### config.mk
export PLATFORM = sky130hd
export DESIGN_NAME = mrd_ctrl_top
export DESIGN_NICKNAME = d
export VERILOG_FILES = /design/src/logic/mrd_pkg.sv /design/src/logic/mrd_ctrl_top.sv /design/src/logic/mrd_factorizer.sv /design/src/logic/mrd_frame_sink.sv /design/src/logic/mrd_param_regs.sv /design/src/logic/mrd_recip_div.sv
export SDC_FILE = /design/constraint.sdc
export NUM_CORES = 1
export LEC_CHECK = 0
export BUFFER_PORTS_ARGS = -buffer_cell sky130_fd_sc_hd__buf_2
export CAP_MARGIN = 10
export CORE_MARGIN = 3
export CORE_UTILIZATION = 60
export DETAILED_ROUTE_END_ITERATION = 8
export PLACE_DENSITY = 0.78
export REMOVE_ABC_BUFFERS = 1
export SYNTH_ARGS = -nofsm -noshare
export SYNTH_HDL_FRONTEND = slang
export SYNTH_SLANG_ARGS = --single-unit
### constraint.sdc
create_clock -name clk -period 8.6 [get_ports clk]
set_input_delay 0.86 -clock clk [delete_from_list [all_inputs] [get_ports clk]]
set_output_delay 0.86 -clock clk [all_outputs]
set_load 0.02 [all_outputs]
### src/logic/mrd_pkg.sv
// shared widths, register map and read word layouts
// for the mixed-radix DFT parameter controller
`default_nettype none

package mrd_pkg;

  // ----------------------------------------
  // sizes
  // ----------------------------------------
  localparam int mrd_max_stages = 6;
  localparam int mrd_pts_w      = 12;
  localparam int mrd_recip_w    = 20;

  // stage_of_rdx2 code when no radix-2 stage exists
  localparam logic [2:0] mrd_no_rdx2 = 3'd7;

  // ----------------------------------------
  // register map, byte offsets
  // ----------------------------------------
  localparam int mrd_addr_summary = 'h00;
  // stage word j at 0x04 + 4*j
  localparam int mrd_addr_stage   = 'h04;
  // reciprocal word j at 0x20 + 4*j
  localparam int mrd_addr_recip   = 'h20;

  // AXI response codes
  localparam logic [1:0] mrd_resp_okay   = 2'b00;
  localparam logic [1:0] mrd_resp_slverr = 2'b10;

  // one 32-bit read word, three decodings
  typedef union packed {
    struct packed {
      logic [9:0]           rsvd;
      logic                 param_valid;
      logic                 busy;
      logic                 factor_err;
      logic                 overrun;
      logic [2:0]           num_factors;
      logic [2:0]           stage_of_rdx2;
      logic [mrd_pts_w-1:0] dftpts;
    } summary;
    struct packed {
      logic [4:0]           rsvd;
      logic [2:0]           nf;
      logic [mrd_pts_w-1:0] dftpts_div_nf;
      logic [mrd_pts_w-1:0] twdl_demontr;
    } stage;
    struct packed {
      logic [mrd_recip_w-1:0] quotient;
      logic [mrd_pts_w-1:0]   remainder;
    } recip;
  } mrd_reg_word_u;

endpackage

`default_nettype wire

### src/logic/mrd_ctrl_top.sv
// DFT parameter controller top
// frame sink feeds the factorizer, results read over AXI4-Lite
`default_nettype none

module mrd_ctrl_top #(
  parameter int ADDR_W      = 8,
  parameter int RECIP_SHIFT = 20
) (
  input  logic                          clk,
  input  logic                          rst_n,
  input  logic                          sink_sop,
  input  logic                          sink_valid,
  input  logic [mrd_pkg::mrd_pts_w-1:0] dftpts,
  input  logic [ADDR_W-1:0]             araddr,
  input  logic                          arvalid,
  output logic                          arready,
  output logic [31:0]                   rdata,
  output logic [1:0]                    rresp,
  output logic                          rvalid,
  input  logic                          rready
);
  import mrd_pkg::*;

  // ----------------------------------------
  // sink to factorizer
  // ----------------------------------------
  logic                 calc_start;
  logic [mrd_pts_w-1:0] frame_pts;
  logic                 sink_busy;
  logic                 overrun;

  // factorizer results
  logic [mrd_max_stages-1:0][2:0]             nf;
  logic [mrd_max_stages-1:0][mrd_pts_w-1:0]   dftpts_div_nf;
  logic [mrd_max_stages-1:0][mrd_pts_w-1:0]   twdl_demontr;
  logic [mrd_max_stages-1:0][mrd_recip_w-1:0] quotient;
  logic [mrd_max_stages-1:0][mrd_pts_w-1:0]   remainder;
  logic [2:0]                                 num_factors;
  logic [2:0]                                 stage_of_rdx2;
  logic                                       param_valid;
  logic                                       calc_busy;
  logic                                       factor_err;

  mrd_frame_sink u_frame_sink (
    .clk        (clk),
    .rst_n      (rst_n),
    .sink_sop   (sink_sop),
    .sink_valid (sink_valid),
    .dftpts     (dftpts),
    .calc_start (calc_start),
    .frame_pts  (frame_pts),
    .sink_busy  (sink_busy),
    .overrun    (overrun)
  );

  mrd_factorizer #(
    .RECIP_SHIFT (RECIP_SHIFT)
  ) u_factorizer (
    .clk           (clk),
    .rst_n         (rst_n),
    .calc_start    (calc_start),
    .frame_pts     (frame_pts),
    .nf            (nf),
    .dftpts_div_nf (dftpts_div_nf),
    .twdl_demontr  (twdl_demontr),
    .quotient      (quotient),
    .remainder     (remainder),
    .num_factors   (num_factors),
    .stage_of_rdx2 (stage_of_rdx2),
    .param_valid   (param_valid),
    .calc_busy     (calc_busy),
    .factor_err    (factor_err)
  );

  // register view of everything above
  mrd_param_regs #(
    .ADDR_W (ADDR_W)
  ) u_param_regs (
    .clk           (clk),
    .rst_n         (rst_n),
    .araddr        (araddr),
    .arvalid       (arvalid),
    .arready       (arready),
    .rdata         (rdata),
    .rresp         (rresp),
    .rvalid        (rvalid),
    .rready        (rready),
    .nf            (nf),
    .dftpts_div_nf (dftpts_div_nf),
    .twdl_demontr  (twdl_demontr),
    .quotient      (quotient),
    .remainder     (remainder),
    .num_factors   (num_factors),
    .stage_of_rdx2 (stage_of_rdx2),
    .param_valid   (param_valid),
    .calc_busy     (calc_busy),
    .factor_err    (factor_err),
    .sink_busy     (sink_busy),
    .overrun       (overrun)
  );

endmodule

`default_nettype wire

### src/logic/mrd_factorizer.sv
// factors the point count into radix 4/2/5/3 stages, one per cycle,
// then runs the reciprocal divide for each stage denominator
`default_nettype none

module mrd_factorizer #(
  parameter int RECIP_SHIFT = 20
) (
  input  logic                                                          clk,
  input  logic                                                          rst_n,
  input  logic                                                          calc_start,
  input  logic [mrd_pkg::mrd_pts_w-1:0]                                 frame_pts,
  output logic [mrd_pkg::mrd_max_stages-1:0][2:0]                       nf,
  output logic [mrd_pkg::mrd_max_stages-1:0][mrd_pkg::mrd_pts_w-1:0]    dftpts_div_nf,
  output logic [mrd_pkg::mrd_max_stages-1:0][mrd_pkg::mrd_pts_w-1:0]    twdl_demontr,
  output logic [mrd_pkg::mrd_max_stages-1:0][mrd_pkg::mrd_recip_w-1:0]  quotient,
  output logic [mrd_pkg::mrd_max_stages-1:0][mrd_pkg::mrd_pts_w-1:0]    remainder,
  output logic [2:0]                                                    num_factors,
  output logic [2:0]                                                    stage_of_rdx2,
  output logic                                                          param_valid,
  output logic                                                          calc_busy,
  output logic                                                          factor_err
);
  import mrd_pkg::*;

  localparam logic [1:0] st_idle   = 2'd0;
  localparam logic [1:0] st_factor = 2'd1;
  localparam logic [1:0] st_divide = 2'd2;
  localparam logic [1:0] st_done   = 2'd3;

  localparam logic [mrd_pts_w-1:0] one   = 1;
  localparam logic [mrd_pts_w-1:0] div_3 = 3;
  localparam logic [mrd_pts_w-1:0] div_5 = 5;

  logic [1:0]             state;
  logic [mrd_pts_w-1:0]   work;
  logic [mrd_pts_w-1:0]   n_pts;
  logic [2:0]             fac;
  logic [mrd_pts_w-1:0]   work_q;
  logic [mrd_pts_w-1:0]   n_q;
  logic                   fac_step;
  logic [2:0]             slot;
  logic                   slot_live;
  logic [mrd_pts_w-1:0]   den;
  logic                   div_wait;
  logic                   div_start;
  logic                   div_done;
  logic [mrd_recip_w-1:0] div_q;
  logic [mrd_pts_w-1:0]   div_r;

  // ----------------------------------------
  // radix pick, 4 before 2 before 5 before 3
  // ----------------------------------------
  always_comb begin
    fac    = 3'd0;
    work_q = work;
    n_q    = n_pts;
    if (work[1:0] == 2'b00) begin
      fac    = 3'd4;
      work_q = work >> 2;
      n_q    = n_pts >> 2;
    end else if (!work[0]) begin
      fac    = 3'd2;
      work_q = work >> 1;
      n_q    = n_pts >> 1;
    end else if (work % div_5 == '0) begin
      fac    = 3'd5;
      work_q = work / div_5;
      n_q    = n_pts / div_5;
    end else if (work % div_3 == '0) begin
      fac    = 3'd3;
      work_q = work / div_3;
      n_q    = n_pts / div_3;
    end
  end

  // a factor can be placed this cycle
  assign fac_step = (state == st_factor) && (work != one) && (fac != 3'd0) &&
                    (num_factors < mrd_max_stages);

  // divide pointer runs over the used slots only
  assign slot_live = (slot < num_factors);
  assign den       = slot_live ? twdl_demontr[slot] : '0;
  assign div_start = (state == st_divide) && !div_wait && slot_live && (den > one);

  mrd_recip_div #(
    .RECIP_SHIFT (RECIP_SHIFT)
  ) u_recip_div (
    .clk       (clk),
    .rst_n     (rst_n),
    .div_start (div_start),
    .divisor   (den),
    .div_done  (div_done),
    .quotient  (div_q),
    .remainder (div_r)
  );

  // ----------------------------------------
  // FSM and status
  // ----------------------------------------
  always_ff @(posedge clk) begin
    if (!rst_n) begin
      state         <= st_idle;
      num_factors   <= 3'd0;
      stage_of_rdx2 <= mrd_no_rdx2;
      param_valid   <= 1'b0;
      calc_busy     <= 1'b0;
      factor_err    <= 1'b0;
      slot          <= 3'd0;
      div_wait      <= 1'b0;
    end else if (calc_start) begin
      // restart from any state
      state         <= st_factor;
      num_factors   <= 3'd0;
      stage_of_rdx2 <= mrd_no_rdx2;
      param_valid   <= 1'b0;
      calc_busy     <= 1'b1;
      factor_err    <= 1'b0;
      slot          <= 3'd0;
      div_wait      <= 1'b0;
    end else begin
      case (state)
        st_factor: begin
          if (work == one) begin
            state <= st_divide;
          end else if (fac_step) begin
            num_factors <= num_factors + 3'd1;
            if (fac == 3'd2) begin
              stage_of_rdx2 <= num_factors;
            end
          end else begin
            // no allowed radix, or all six slots taken
            factor_err <= 1'b1;
            calc_busy  <= 1'b0;
            state      <= st_done;
          end
        end
        st_divide: begin
          if (!div_wait) begin
            if (!slot_live) begin
              param_valid <= 1'b1;
              calc_busy   <= 1'b0;
              state       <= st_done;
            end else if (div_start) begin
              div_wait <= 1'b1;
            end else begin
              slot <= slot + 3'd1;
            end
          end else if (div_done) begin
            div_wait <= 1'b0;
            slot     <= slot + 3'd1;
          end
        end
        default: begin
          // idle and done wait for calc_start
        end
      endcase
    end
  end

  // ----------------------------------------
  // tables
  // ----------------------------------------
  always_ff @(posedge clk) begin
    if (calc_start) begin
      work  <= frame_pts;
      n_pts <= frame_pts;
      for (int j = 0; j < mrd_max_stages; j++) begin
        nf[j]            <= 3'd1;
        dftpts_div_nf[j] <= frame_pts;
        twdl_demontr[j]  <= one;
        quotient[j]      <= '0;
        remainder[j]     <= '0;
      end
      // slot 0 denominator is always N
      twdl_demontr[0] <= frame_pts;
    end else if (fac_step) begin
      nf[num_factors]            <= fac;
      dftpts_div_nf[num_factors] <= n_q;
      // denominator is the working value before this radix
      twdl_demontr[num_factors]  <= work;
      work                       <= work_q;
    end else if ((state == st_divide) && div_wait && div_done) begin
      quotient[slot]  <= div_q;
      remainder[slot] <= div_r;
    end
  end

endmodule

`default_nettype wire

### src/logic/mrd_frame_sink.sv
// frame input side: latches the point count on the start beat,
// counts the frame's valid beats and flags a frame that starts too early
`default_nettype none

module mrd_frame_sink (
  input  logic                          clk,
  input  logic                          rst_n,
  input  logic                          sink_sop,
  input  logic                          sink_valid,
  input  logic [mrd_pkg::mrd_pts_w-1:0] dftpts,
  output logic                          calc_start,
  output logic [mrd_pkg::mrd_pts_w-1:0] frame_pts,
  output logic                          sink_busy,
  output logic                          overrun
);
  import mrd_pkg::*;

  logic                 start_beat;
  logic [mrd_pts_w-1:0] beat_cnt;
  logic [mrd_pts_w-1:0] beat_nxt;

  // start beat needs both sop and valid
  assign start_beat = sink_sop & sink_valid;
  assign beat_nxt   = beat_cnt + 1'b1;

  // point count for the factorizer
  always_ff @(posedge clk) begin
    if (start_beat) begin
      frame_pts <= dftpts;
    end
  end

  always_ff @(posedge clk) begin
    if (!rst_n) begin
      calc_start <= 1'b0;
      sink_busy  <= 1'b0;
      overrun    <= 1'b0;
      beat_cnt   <= '0;
    end else begin
      // one cycle after the start beat
      calc_start <= start_beat;
      if (start_beat) begin
        // sticky until the next start, clean start clears it
        overrun   <= sink_busy;
        // start beat is beat one
        beat_cnt  <= {{(mrd_pts_w-1){1'b0}}, 1'b1};
        // count 0 wraps to 4096 beats, single-point frame is done at once
        sink_busy <= (dftpts != {{(mrd_pts_w-1){1'b0}}, 1'b1});
      end else if (sink_valid && sink_busy) begin
        beat_cnt <= beat_nxt;
        if (beat_nxt == frame_pts) begin
          sink_busy <= 1'b0;
        end
      end
    end
  end

endmodule

`default_nettype wire

### src/logic/mrd_param_regs.sv
// AXI4-Lite read slave over the factorizer results
// summary, stage and reciprocal words, SLVERR on unmapped addresses
`default_nettype none

module mrd_param_regs #(
  parameter int ADDR_W = 8
) (
  input  logic                                                          clk,
  input  logic                                                          rst_n,
  input  logic [ADDR_W-1:0]                                             araddr,
  input  logic                                                          arvalid,
  output logic                                                          arready,
  output logic [31:0]                                                   rdata,
  output logic [1:0]                                                    rresp,
  output logic                                                          rvalid,
  input  logic                                                          rready,
  input  logic [mrd_pkg::mrd_max_stages-1:0][2:0]                       nf,
  input  logic [mrd_pkg::mrd_max_stages-1:0][mrd_pkg::mrd_pts_w-1:0]    dftpts_div_nf,
  input  logic [mrd_pkg::mrd_max_stages-1:0][mrd_pkg::mrd_pts_w-1:0]    twdl_demontr,
  input  logic [mrd_pkg::mrd_max_stages-1:0][mrd_pkg::mrd_recip_w-1:0]  quotient,
  input  logic [mrd_pkg::mrd_max_stages-1:0][mrd_pkg::mrd_pts_w-1:0]    remainder,
  input  logic [2:0]                                                    num_factors,
  input  logic [2:0]                                                    stage_of_rdx2,
  input  logic                                                          param_valid,
  input  logic                                                          calc_busy,
  input  logic                                                          factor_err,
  input  logic                                                          sink_busy,
  input  logic                                                          overrun
);
  import mrd_pkg::*;

  mrd_reg_word_u     word;
  logic [1:0]        resp;
  logic [ADDR_W-1:0] off_stage;
  logic [ADDR_W-1:0] off_recip;
  logic [2:0]        j_stage;
  logic [2:0]        j_recip;
  logic              hit_sum;
  logic              hit_stage;
  logic              hit_recip;
  logic              ar_fire;

  // ----------------------------------------
  // address decode
  // ----------------------------------------
  // below-base addresses wrap high and miss
  assign off_stage = araddr - ADDR_W'(mrd_addr_stage);
  assign off_recip = araddr - ADDR_W'(mrd_addr_recip);
  assign j_stage   = off_stage[4:2];
  assign j_recip   = off_recip[4:2];
  assign hit_sum   = (araddr == ADDR_W'(mrd_addr_summary));
  assign hit_stage = (araddr[1:0] == 2'b00) && (off_stage[ADDR_W-1:2] < mrd_max_stages);
  assign hit_recip = (araddr[1:0] == 2'b00) && (off_recip[ADDR_W-1:2] < mrd_max_stages);

  // word build, live table contents
  always_comb begin
    word = '0;
    resp = mrd_resp_okay;
    if (hit_sum) begin
      word.summary.param_valid   = param_valid;
      // sample intake or calculation in progress
      word.summary.busy          = calc_busy | sink_busy;
      word.summary.factor_err    = factor_err;
      word.summary.overrun       = overrun;
      word.summary.num_factors   = num_factors;
      word.summary.stage_of_rdx2 = stage_of_rdx2;
      // slot 0 denominator holds N
      word.summary.dftpts        = twdl_demontr[0];
    end else if (hit_stage) begin
      word.stage.nf            = nf[j_stage];
      word.stage.dftpts_div_nf = dftpts_div_nf[j_stage];
      word.stage.twdl_demontr  = twdl_demontr[j_stage];
    end else if (hit_recip) begin
      word.recip.quotient  = quotient[j_recip];
      word.recip.remainder = remainder[j_recip];
    end else begin
      resp = mrd_resp_slverr;
    end
  end

  // ----------------------------------------
  // read channel
  // ----------------------------------------
  // one read outstanding, next address waits for rready
  assign arready = !rvalid;
  assign ar_fire = arvalid && arready;

  always_ff @(posedge clk) begin
    if (!rst_n) begin
      rvalid <= 1'b0;
    end else if (ar_fire) begin
      rvalid <= 1'b1;
    end else if (rready) begin
      rvalid <= 1'b0;
    end
  end

  // response held until the handshake
  always_ff @(posedge clk) begin
    if (ar_fire) begin
      rdata <= word;
      rresp <= resp;
    end
  end

endmodule

`default_nettype wire

### src/logic/mrd_recip_div.sv
// restoring divider for 2**RECIP_SHIFT over a stage denominator
// one quotient bit per cycle, RECIP_SHIFT+1 cycles to div_done
`default_nettype none

module mrd_recip_div #(
  parameter int RECIP_SHIFT = 20
) (
  input  logic                            clk,
  input  logic                            rst_n,
  input  logic                            div_start,
  input  logic [mrd_pkg::mrd_pts_w-1:0]   divisor,
  output logic                            div_done,
  output logic [mrd_pkg::mrd_recip_w-1:0] quotient,
  output logic [mrd_pkg::mrd_pts_w-1:0]   remainder
);
  import mrd_pkg::*;

  localparam int cnt_w = $clog2(RECIP_SHIFT + 1);

  logic                 busy;
  logic [cnt_w-1:0]     bits_left;
  logic [mrd_pts_w-1:0] den_r;
  logic [mrd_pts_w-1:0] den_use;
  logic [mrd_pts_w-1:0] rem_in;
  logic [mrd_pts_w:0]   trial;
  logic                 q_bit;
  logic [mrd_pts_w-1:0] rem_nxt;

  // ----------------------------------------
  // one restoring step
  // ----------------------------------------
  // first step runs in the start cycle itself
  assign den_use = div_start ? divisor : den_r;
  assign rem_in  = div_start ? '0 : remainder;
  // dividend is a one then RECIP_SHIFT zeros, msb enters on start
  assign trial   = {rem_in, div_start};
  assign q_bit   = (trial >= {1'b0, den_use});
  // no-subtract case keeps trial below den, so it fits
  assign rem_nxt = q_bit ? mrd_pts_w'(trial - {1'b0, den_use})
                         : trial[mrd_pts_w-1:0];

  // ----------------------------------------
  // sequencing
  // ----------------------------------------
  always_ff @(posedge clk) begin
    if (!rst_n) begin
      busy      <= 1'b0;
      div_done  <= 1'b0;
      bits_left <= '0;
    end else begin
      div_done <= 1'b0;
      // a new start aborts any job in flight
      if (div_start) begin
        busy      <= 1'b1;
        bits_left <= cnt_w'(RECIP_SHIFT);
      end else if (busy) begin
        bits_left <= bits_left - 1'b1;
        if (bits_left == cnt_w'(1)) begin
          busy     <= 1'b0;
          div_done <= 1'b1;
        end
      end
    end
  end

  // partial remainder and quotient shift register
  always_ff @(posedge clk) begin
    if (div_start) begin
      den_r     <= divisor;
      remainder <= rem_nxt;
      quotient  <= mrd_recip_w'(q_bit);
    end else if (busy) begin
      remainder <= rem_nxt;
      quotient  <= {quotient[mrd_recip_w-2:0], q_bit};
    end
  end

endmodule

`default_nettype wire

==> run_results.csv <==
group,metric,value,unit
setup_path,endpoint_kind,"register",
timing,period_minus_slack,8020,ps
timing,timing.hold.ws,449,ps
drt,num_vias,26300,
pwr,power_leakage,0.0112,uW
drt,drtIter0Drc,3094,
drt,drc,0,
synth,ys_types,119,
clocking,cts.sinks,505,
floorplanning,io_pins,62,
synth,ys_seq_area_share,40.4,%
clocking,clk_latency,620,ps
setup_path,start_kind,"register",
floorplanning,start_util,60.9,%
timing,skew,20.9,ps
placement,port_buffers,60,
setup_path,path_delay_family,"simple AND/OR/NAND/NOR gates",
cells_and_area,final_common_cell,"nand2_1",
floorplanning,die-area,51200,um^2
global_routing,grt_pass1_vias,24700,
synth,synth_async_sr_flop_share,0,%
synth,synth-seq-cells,505,
global_routing,grt_pass1_wl,133000,um
clocking,cts_tree,"built",
cells_and_area,layout-drive-gt1-share,10.6,%
clocking,clockBufferDepth,3,
worst_hold_path,holdPathEnd,"u_frame_sink.frame_pts[0]",
drt,drt-total-wl,85200,um
synth,netlist_instances,3379,
timing,relSlewSlack,19.9,%
floorplanning,fp.coreArea,47800,um^2
timing,max_freq,125,MHz
cells_and_area,synthToLayoutAreaGrowth,7.19,%
setup_path,ff2ff_path_depth,27,
clocking,cts_max_level,2,
synth,ys_warn_count,0,
synth,synthFlopType,"dfxtp_1",
floorplanning,num_rows,80,
worst_hold_path,min_from,"dftpts[0]",
cells_and_area,antenna_cells,0,
setup_path,worstPathArrival,8300,ps
setup_path,r2r_setup_slack,580,ps
clocking,root_buffer,"clkbuf_16",
placement,post-place-ws,675,ps
cells_and_area,design_area,31200,um^2
setup_path,cp.buffers_inverters,4,
cells_and_area,finalNetCount,3302,
setup_path,crit_required,8880,ps
timing,setup-violations-final,0,
setup_path,critPathMaxFanout,43,
worst_hold_path,hold_class,"in2reg",
timing,setup_tns,0,ps
placement,dpl-instance-area,29500,um^2
synth,avgSynthCellArea,8.62,um^2
timing,setup_slack,583,ps
worst_hold_path,hold_path_depth,1,
timing,min_period_over_period,93.2,%
setup_path,reg2reg_from,"u_factorizer.work[11]",
clocking,cts_buffers,52,
run_status,status,"complete, no violations",
setup_path,cp_slowest_cell,"edfxtp_1",
setup_path,slowest_delay,880,ps
timing,hold_viol_final,0,
timing,slew_viol_final,0,
placement,dpl.hpwl,55200,um
pwr,power_density,325,nW/um^2
flow_run,max_cap_viol_count,0,
synth,synth-edff-count,166,
clocking,clk_pin_slew,60,ps
global_routing,grt_start_max_net_pins,232,
timing,rsz0062_at_grt,"no",
floorplanning,die_w,226,um
synth,synth_area,29100,um^2
setup_path,criticalPathCategory,"reg2reg",
pwr,ir_worst_vdd,0.567,mV
floorplanning,die_h,226,um
placement,gp_congestion,0.952,
setup_path,r2r_end,"u_factorizer.dftpts_div_nf[6]",
drt,ant_nets,0,
drt,vias_per_cell,6.73,
global_routing,antenna_found_initial,1,
drt,wl_per_cell,21.8,um
global_routing,grt.overflow.total,0,
timing,worst-slew-pin-transition,1200,ps
drt,dr.pass1.iters,6,
global_routing,track_usage,32.4,%
cells_and_area,mostFrequentLayoutCells,"nand2_1 (579), dfxtp_1 (337), a21oi_1 (331)",
-- what timing repair did --
| item | CTS | global route |
|---|---|---|
| setup endpoints to repair | 0 | 18 |
| resized for setup | 0 | 0 |
| buffers inserted | 0 | 1 |
| hold buffers | 0 | 0 |
-- Yosys cell counts (all sizes together), types with 8 or more instances --
library cell  instances  area share, %
a2111oi               8           0.41
a211o                 9           0.27
a211oi               24           0.72
a21boi                9           0.24
a21o                 10           0.26
a21oi               333            5.8
a221oi               16           0.67
a22o                 10           0.30
a22oi                34           0.89
a31oi                57            1.3
and2                 13           0.28
and3                 13           0.28
and3b                11           0.33
buf                  63            1.2
clkbuf              235            3.0
dfxtp               339             23
edfxtp              166             17
ha                   30            1.3
inv                  62           0.80
mux2                 12           0.48
mux2i               154            5.3
mux4                 66            5.1
nand2               584            7.5
nand2b               84            1.8
nand3                41           0.70
nand4                19           0.41
nor2                261            3.4
nor2b                66            1.4
nor3                 57            1.0
nor3b                14           0.36
nor4                 24           0.64
o211a                 8           0.27
o211ai               22           0.58
o21a                 10           0.26
o21ai               217            3.7
o221ai               11           0.35
o22ai                30           0.64
o31ai                42            1.1
or2                  10           0.21
or3                  32           0.69
or4                  10           0.26
xnor2                34            1.0
xor2                 25           0.75
-- worst max path at each step --
stage | from | end | slack, ps | depth (start not counted)
after global placement | u_factorizer.work[9] | u_factorizer.dftpts_div_nf[19] | 850 | 25
final | u_factorizer.work[11] | u_factorizer.dftpts_div_nf[6] | 580 | 27
after CTS | u_factorizer.work[9] | u_factorizer.dftpts_div_nf[54] | 640 | 26
after global routing | u_factorizer.work[11] | u_factorizer.dftpts_div_nf[54] | 50 | 26
after detailed placement | u_factorizer.work[9] | u_factorizer.dftpts_div_nf[14] | 680 | 25
after floorplan | u_factorizer.work[7] | u_factorizer.twdl_demontr[12] | 420 | 25
-- cells by family (layout without fill, tap and decap cells) --
| logic type | after synthesis | count (layout) | share of synthesized area [%] |
|---|---|---|---|
| mux | 232 | 232 | 10.9 |
| xor+xnor | 59 | 59 | 1.77 |
| other cells | 1 | 1 | 0.0129 |
| buf+inv | 363 | 272 | 5.06 |
| compound gates | 920 | 920 | 20.2 |
| flops | 505 | 505 | 40.4 |
| fa+ha+maj | 35 | 35 | 1.50 |
| simple gates | 1264 | 1264 | 20.2 |
-- metal layers --
layer,GRT usage [%],part of all wire [%],vias to the layer above
met5,0,0,-
met2,54.0,48,1424
met3,5.36,9.2,284
met1,42.0,39,12700
met4,13.9,4.4,0
li1,-,-,11900
-- report_power, final --
part           leakage (uW)  switching [uW]  total (uW)  internal, uW
logic               0.00602            3260        4930          1670
clock network      0.000857             969        2300          1330
registers           0.00431             204        2910          2700
total                0.0112            4430       10100          5700
-- registers in the layout, indices dropped and copies added, names as in the netlist, 18 cells and up --
name,flops
u_factorizer.remainder,72
u_factorizer.nf,18
u_factorizer.dftpts_div_nf,72
u_factorizer.twdl_demontr,72
u_factorizer.quotient,120
u_param_regs.rdata,32
u_factorizer.u_recip_div.quotient,20
-- worst reg2reg max path, stage by stage (launching register included) --
cell and delay, ps:
edfxtp_1 880, and3b_1 260, o22a_1 200, or3_1 570, nor4_4 410, o22ai_1 200, o21bai_2 420, nor4_1 100
a41oi_1 210, or4b_4 510, inv_2 100, ha_1 160, inv_1 90, nand2_1 90, a21oi_1 80, o31ai_1 470
a221oi_4 180, xnor2_1 180, ha_1 270, nand2_1 80, or3_1 310, a31o_1 230, a21boi_2 210, nor4_4 80
buf_4 300, or2_2 390, nand2b_1 310, buf_4 370
-- final cells by class --
type / instances / area, um^2
fill: 3830 / 16600
multi-input combinational: 2511 / 16000
sequential: 505 / 11800
clock buffer: 77 / 1530
tap: 615 / 769
timing repair buffer: 110 / 698
inverter: 65 / 244
clock inverter: 20 / 221
-- metrics by stage --
stage	instances	power [uW]	utilization, %
5_1_grt	3903	10700	65.2
3_5_place_dp	3805	7730	61.6
3_3_place_gp	3805	7610	61.6
6_report	3903	10100	65.2
4_1_cts	3902	10000	65.2
2_1_floorplan	3081	6380	-
(Power assumes the default switching activity.)
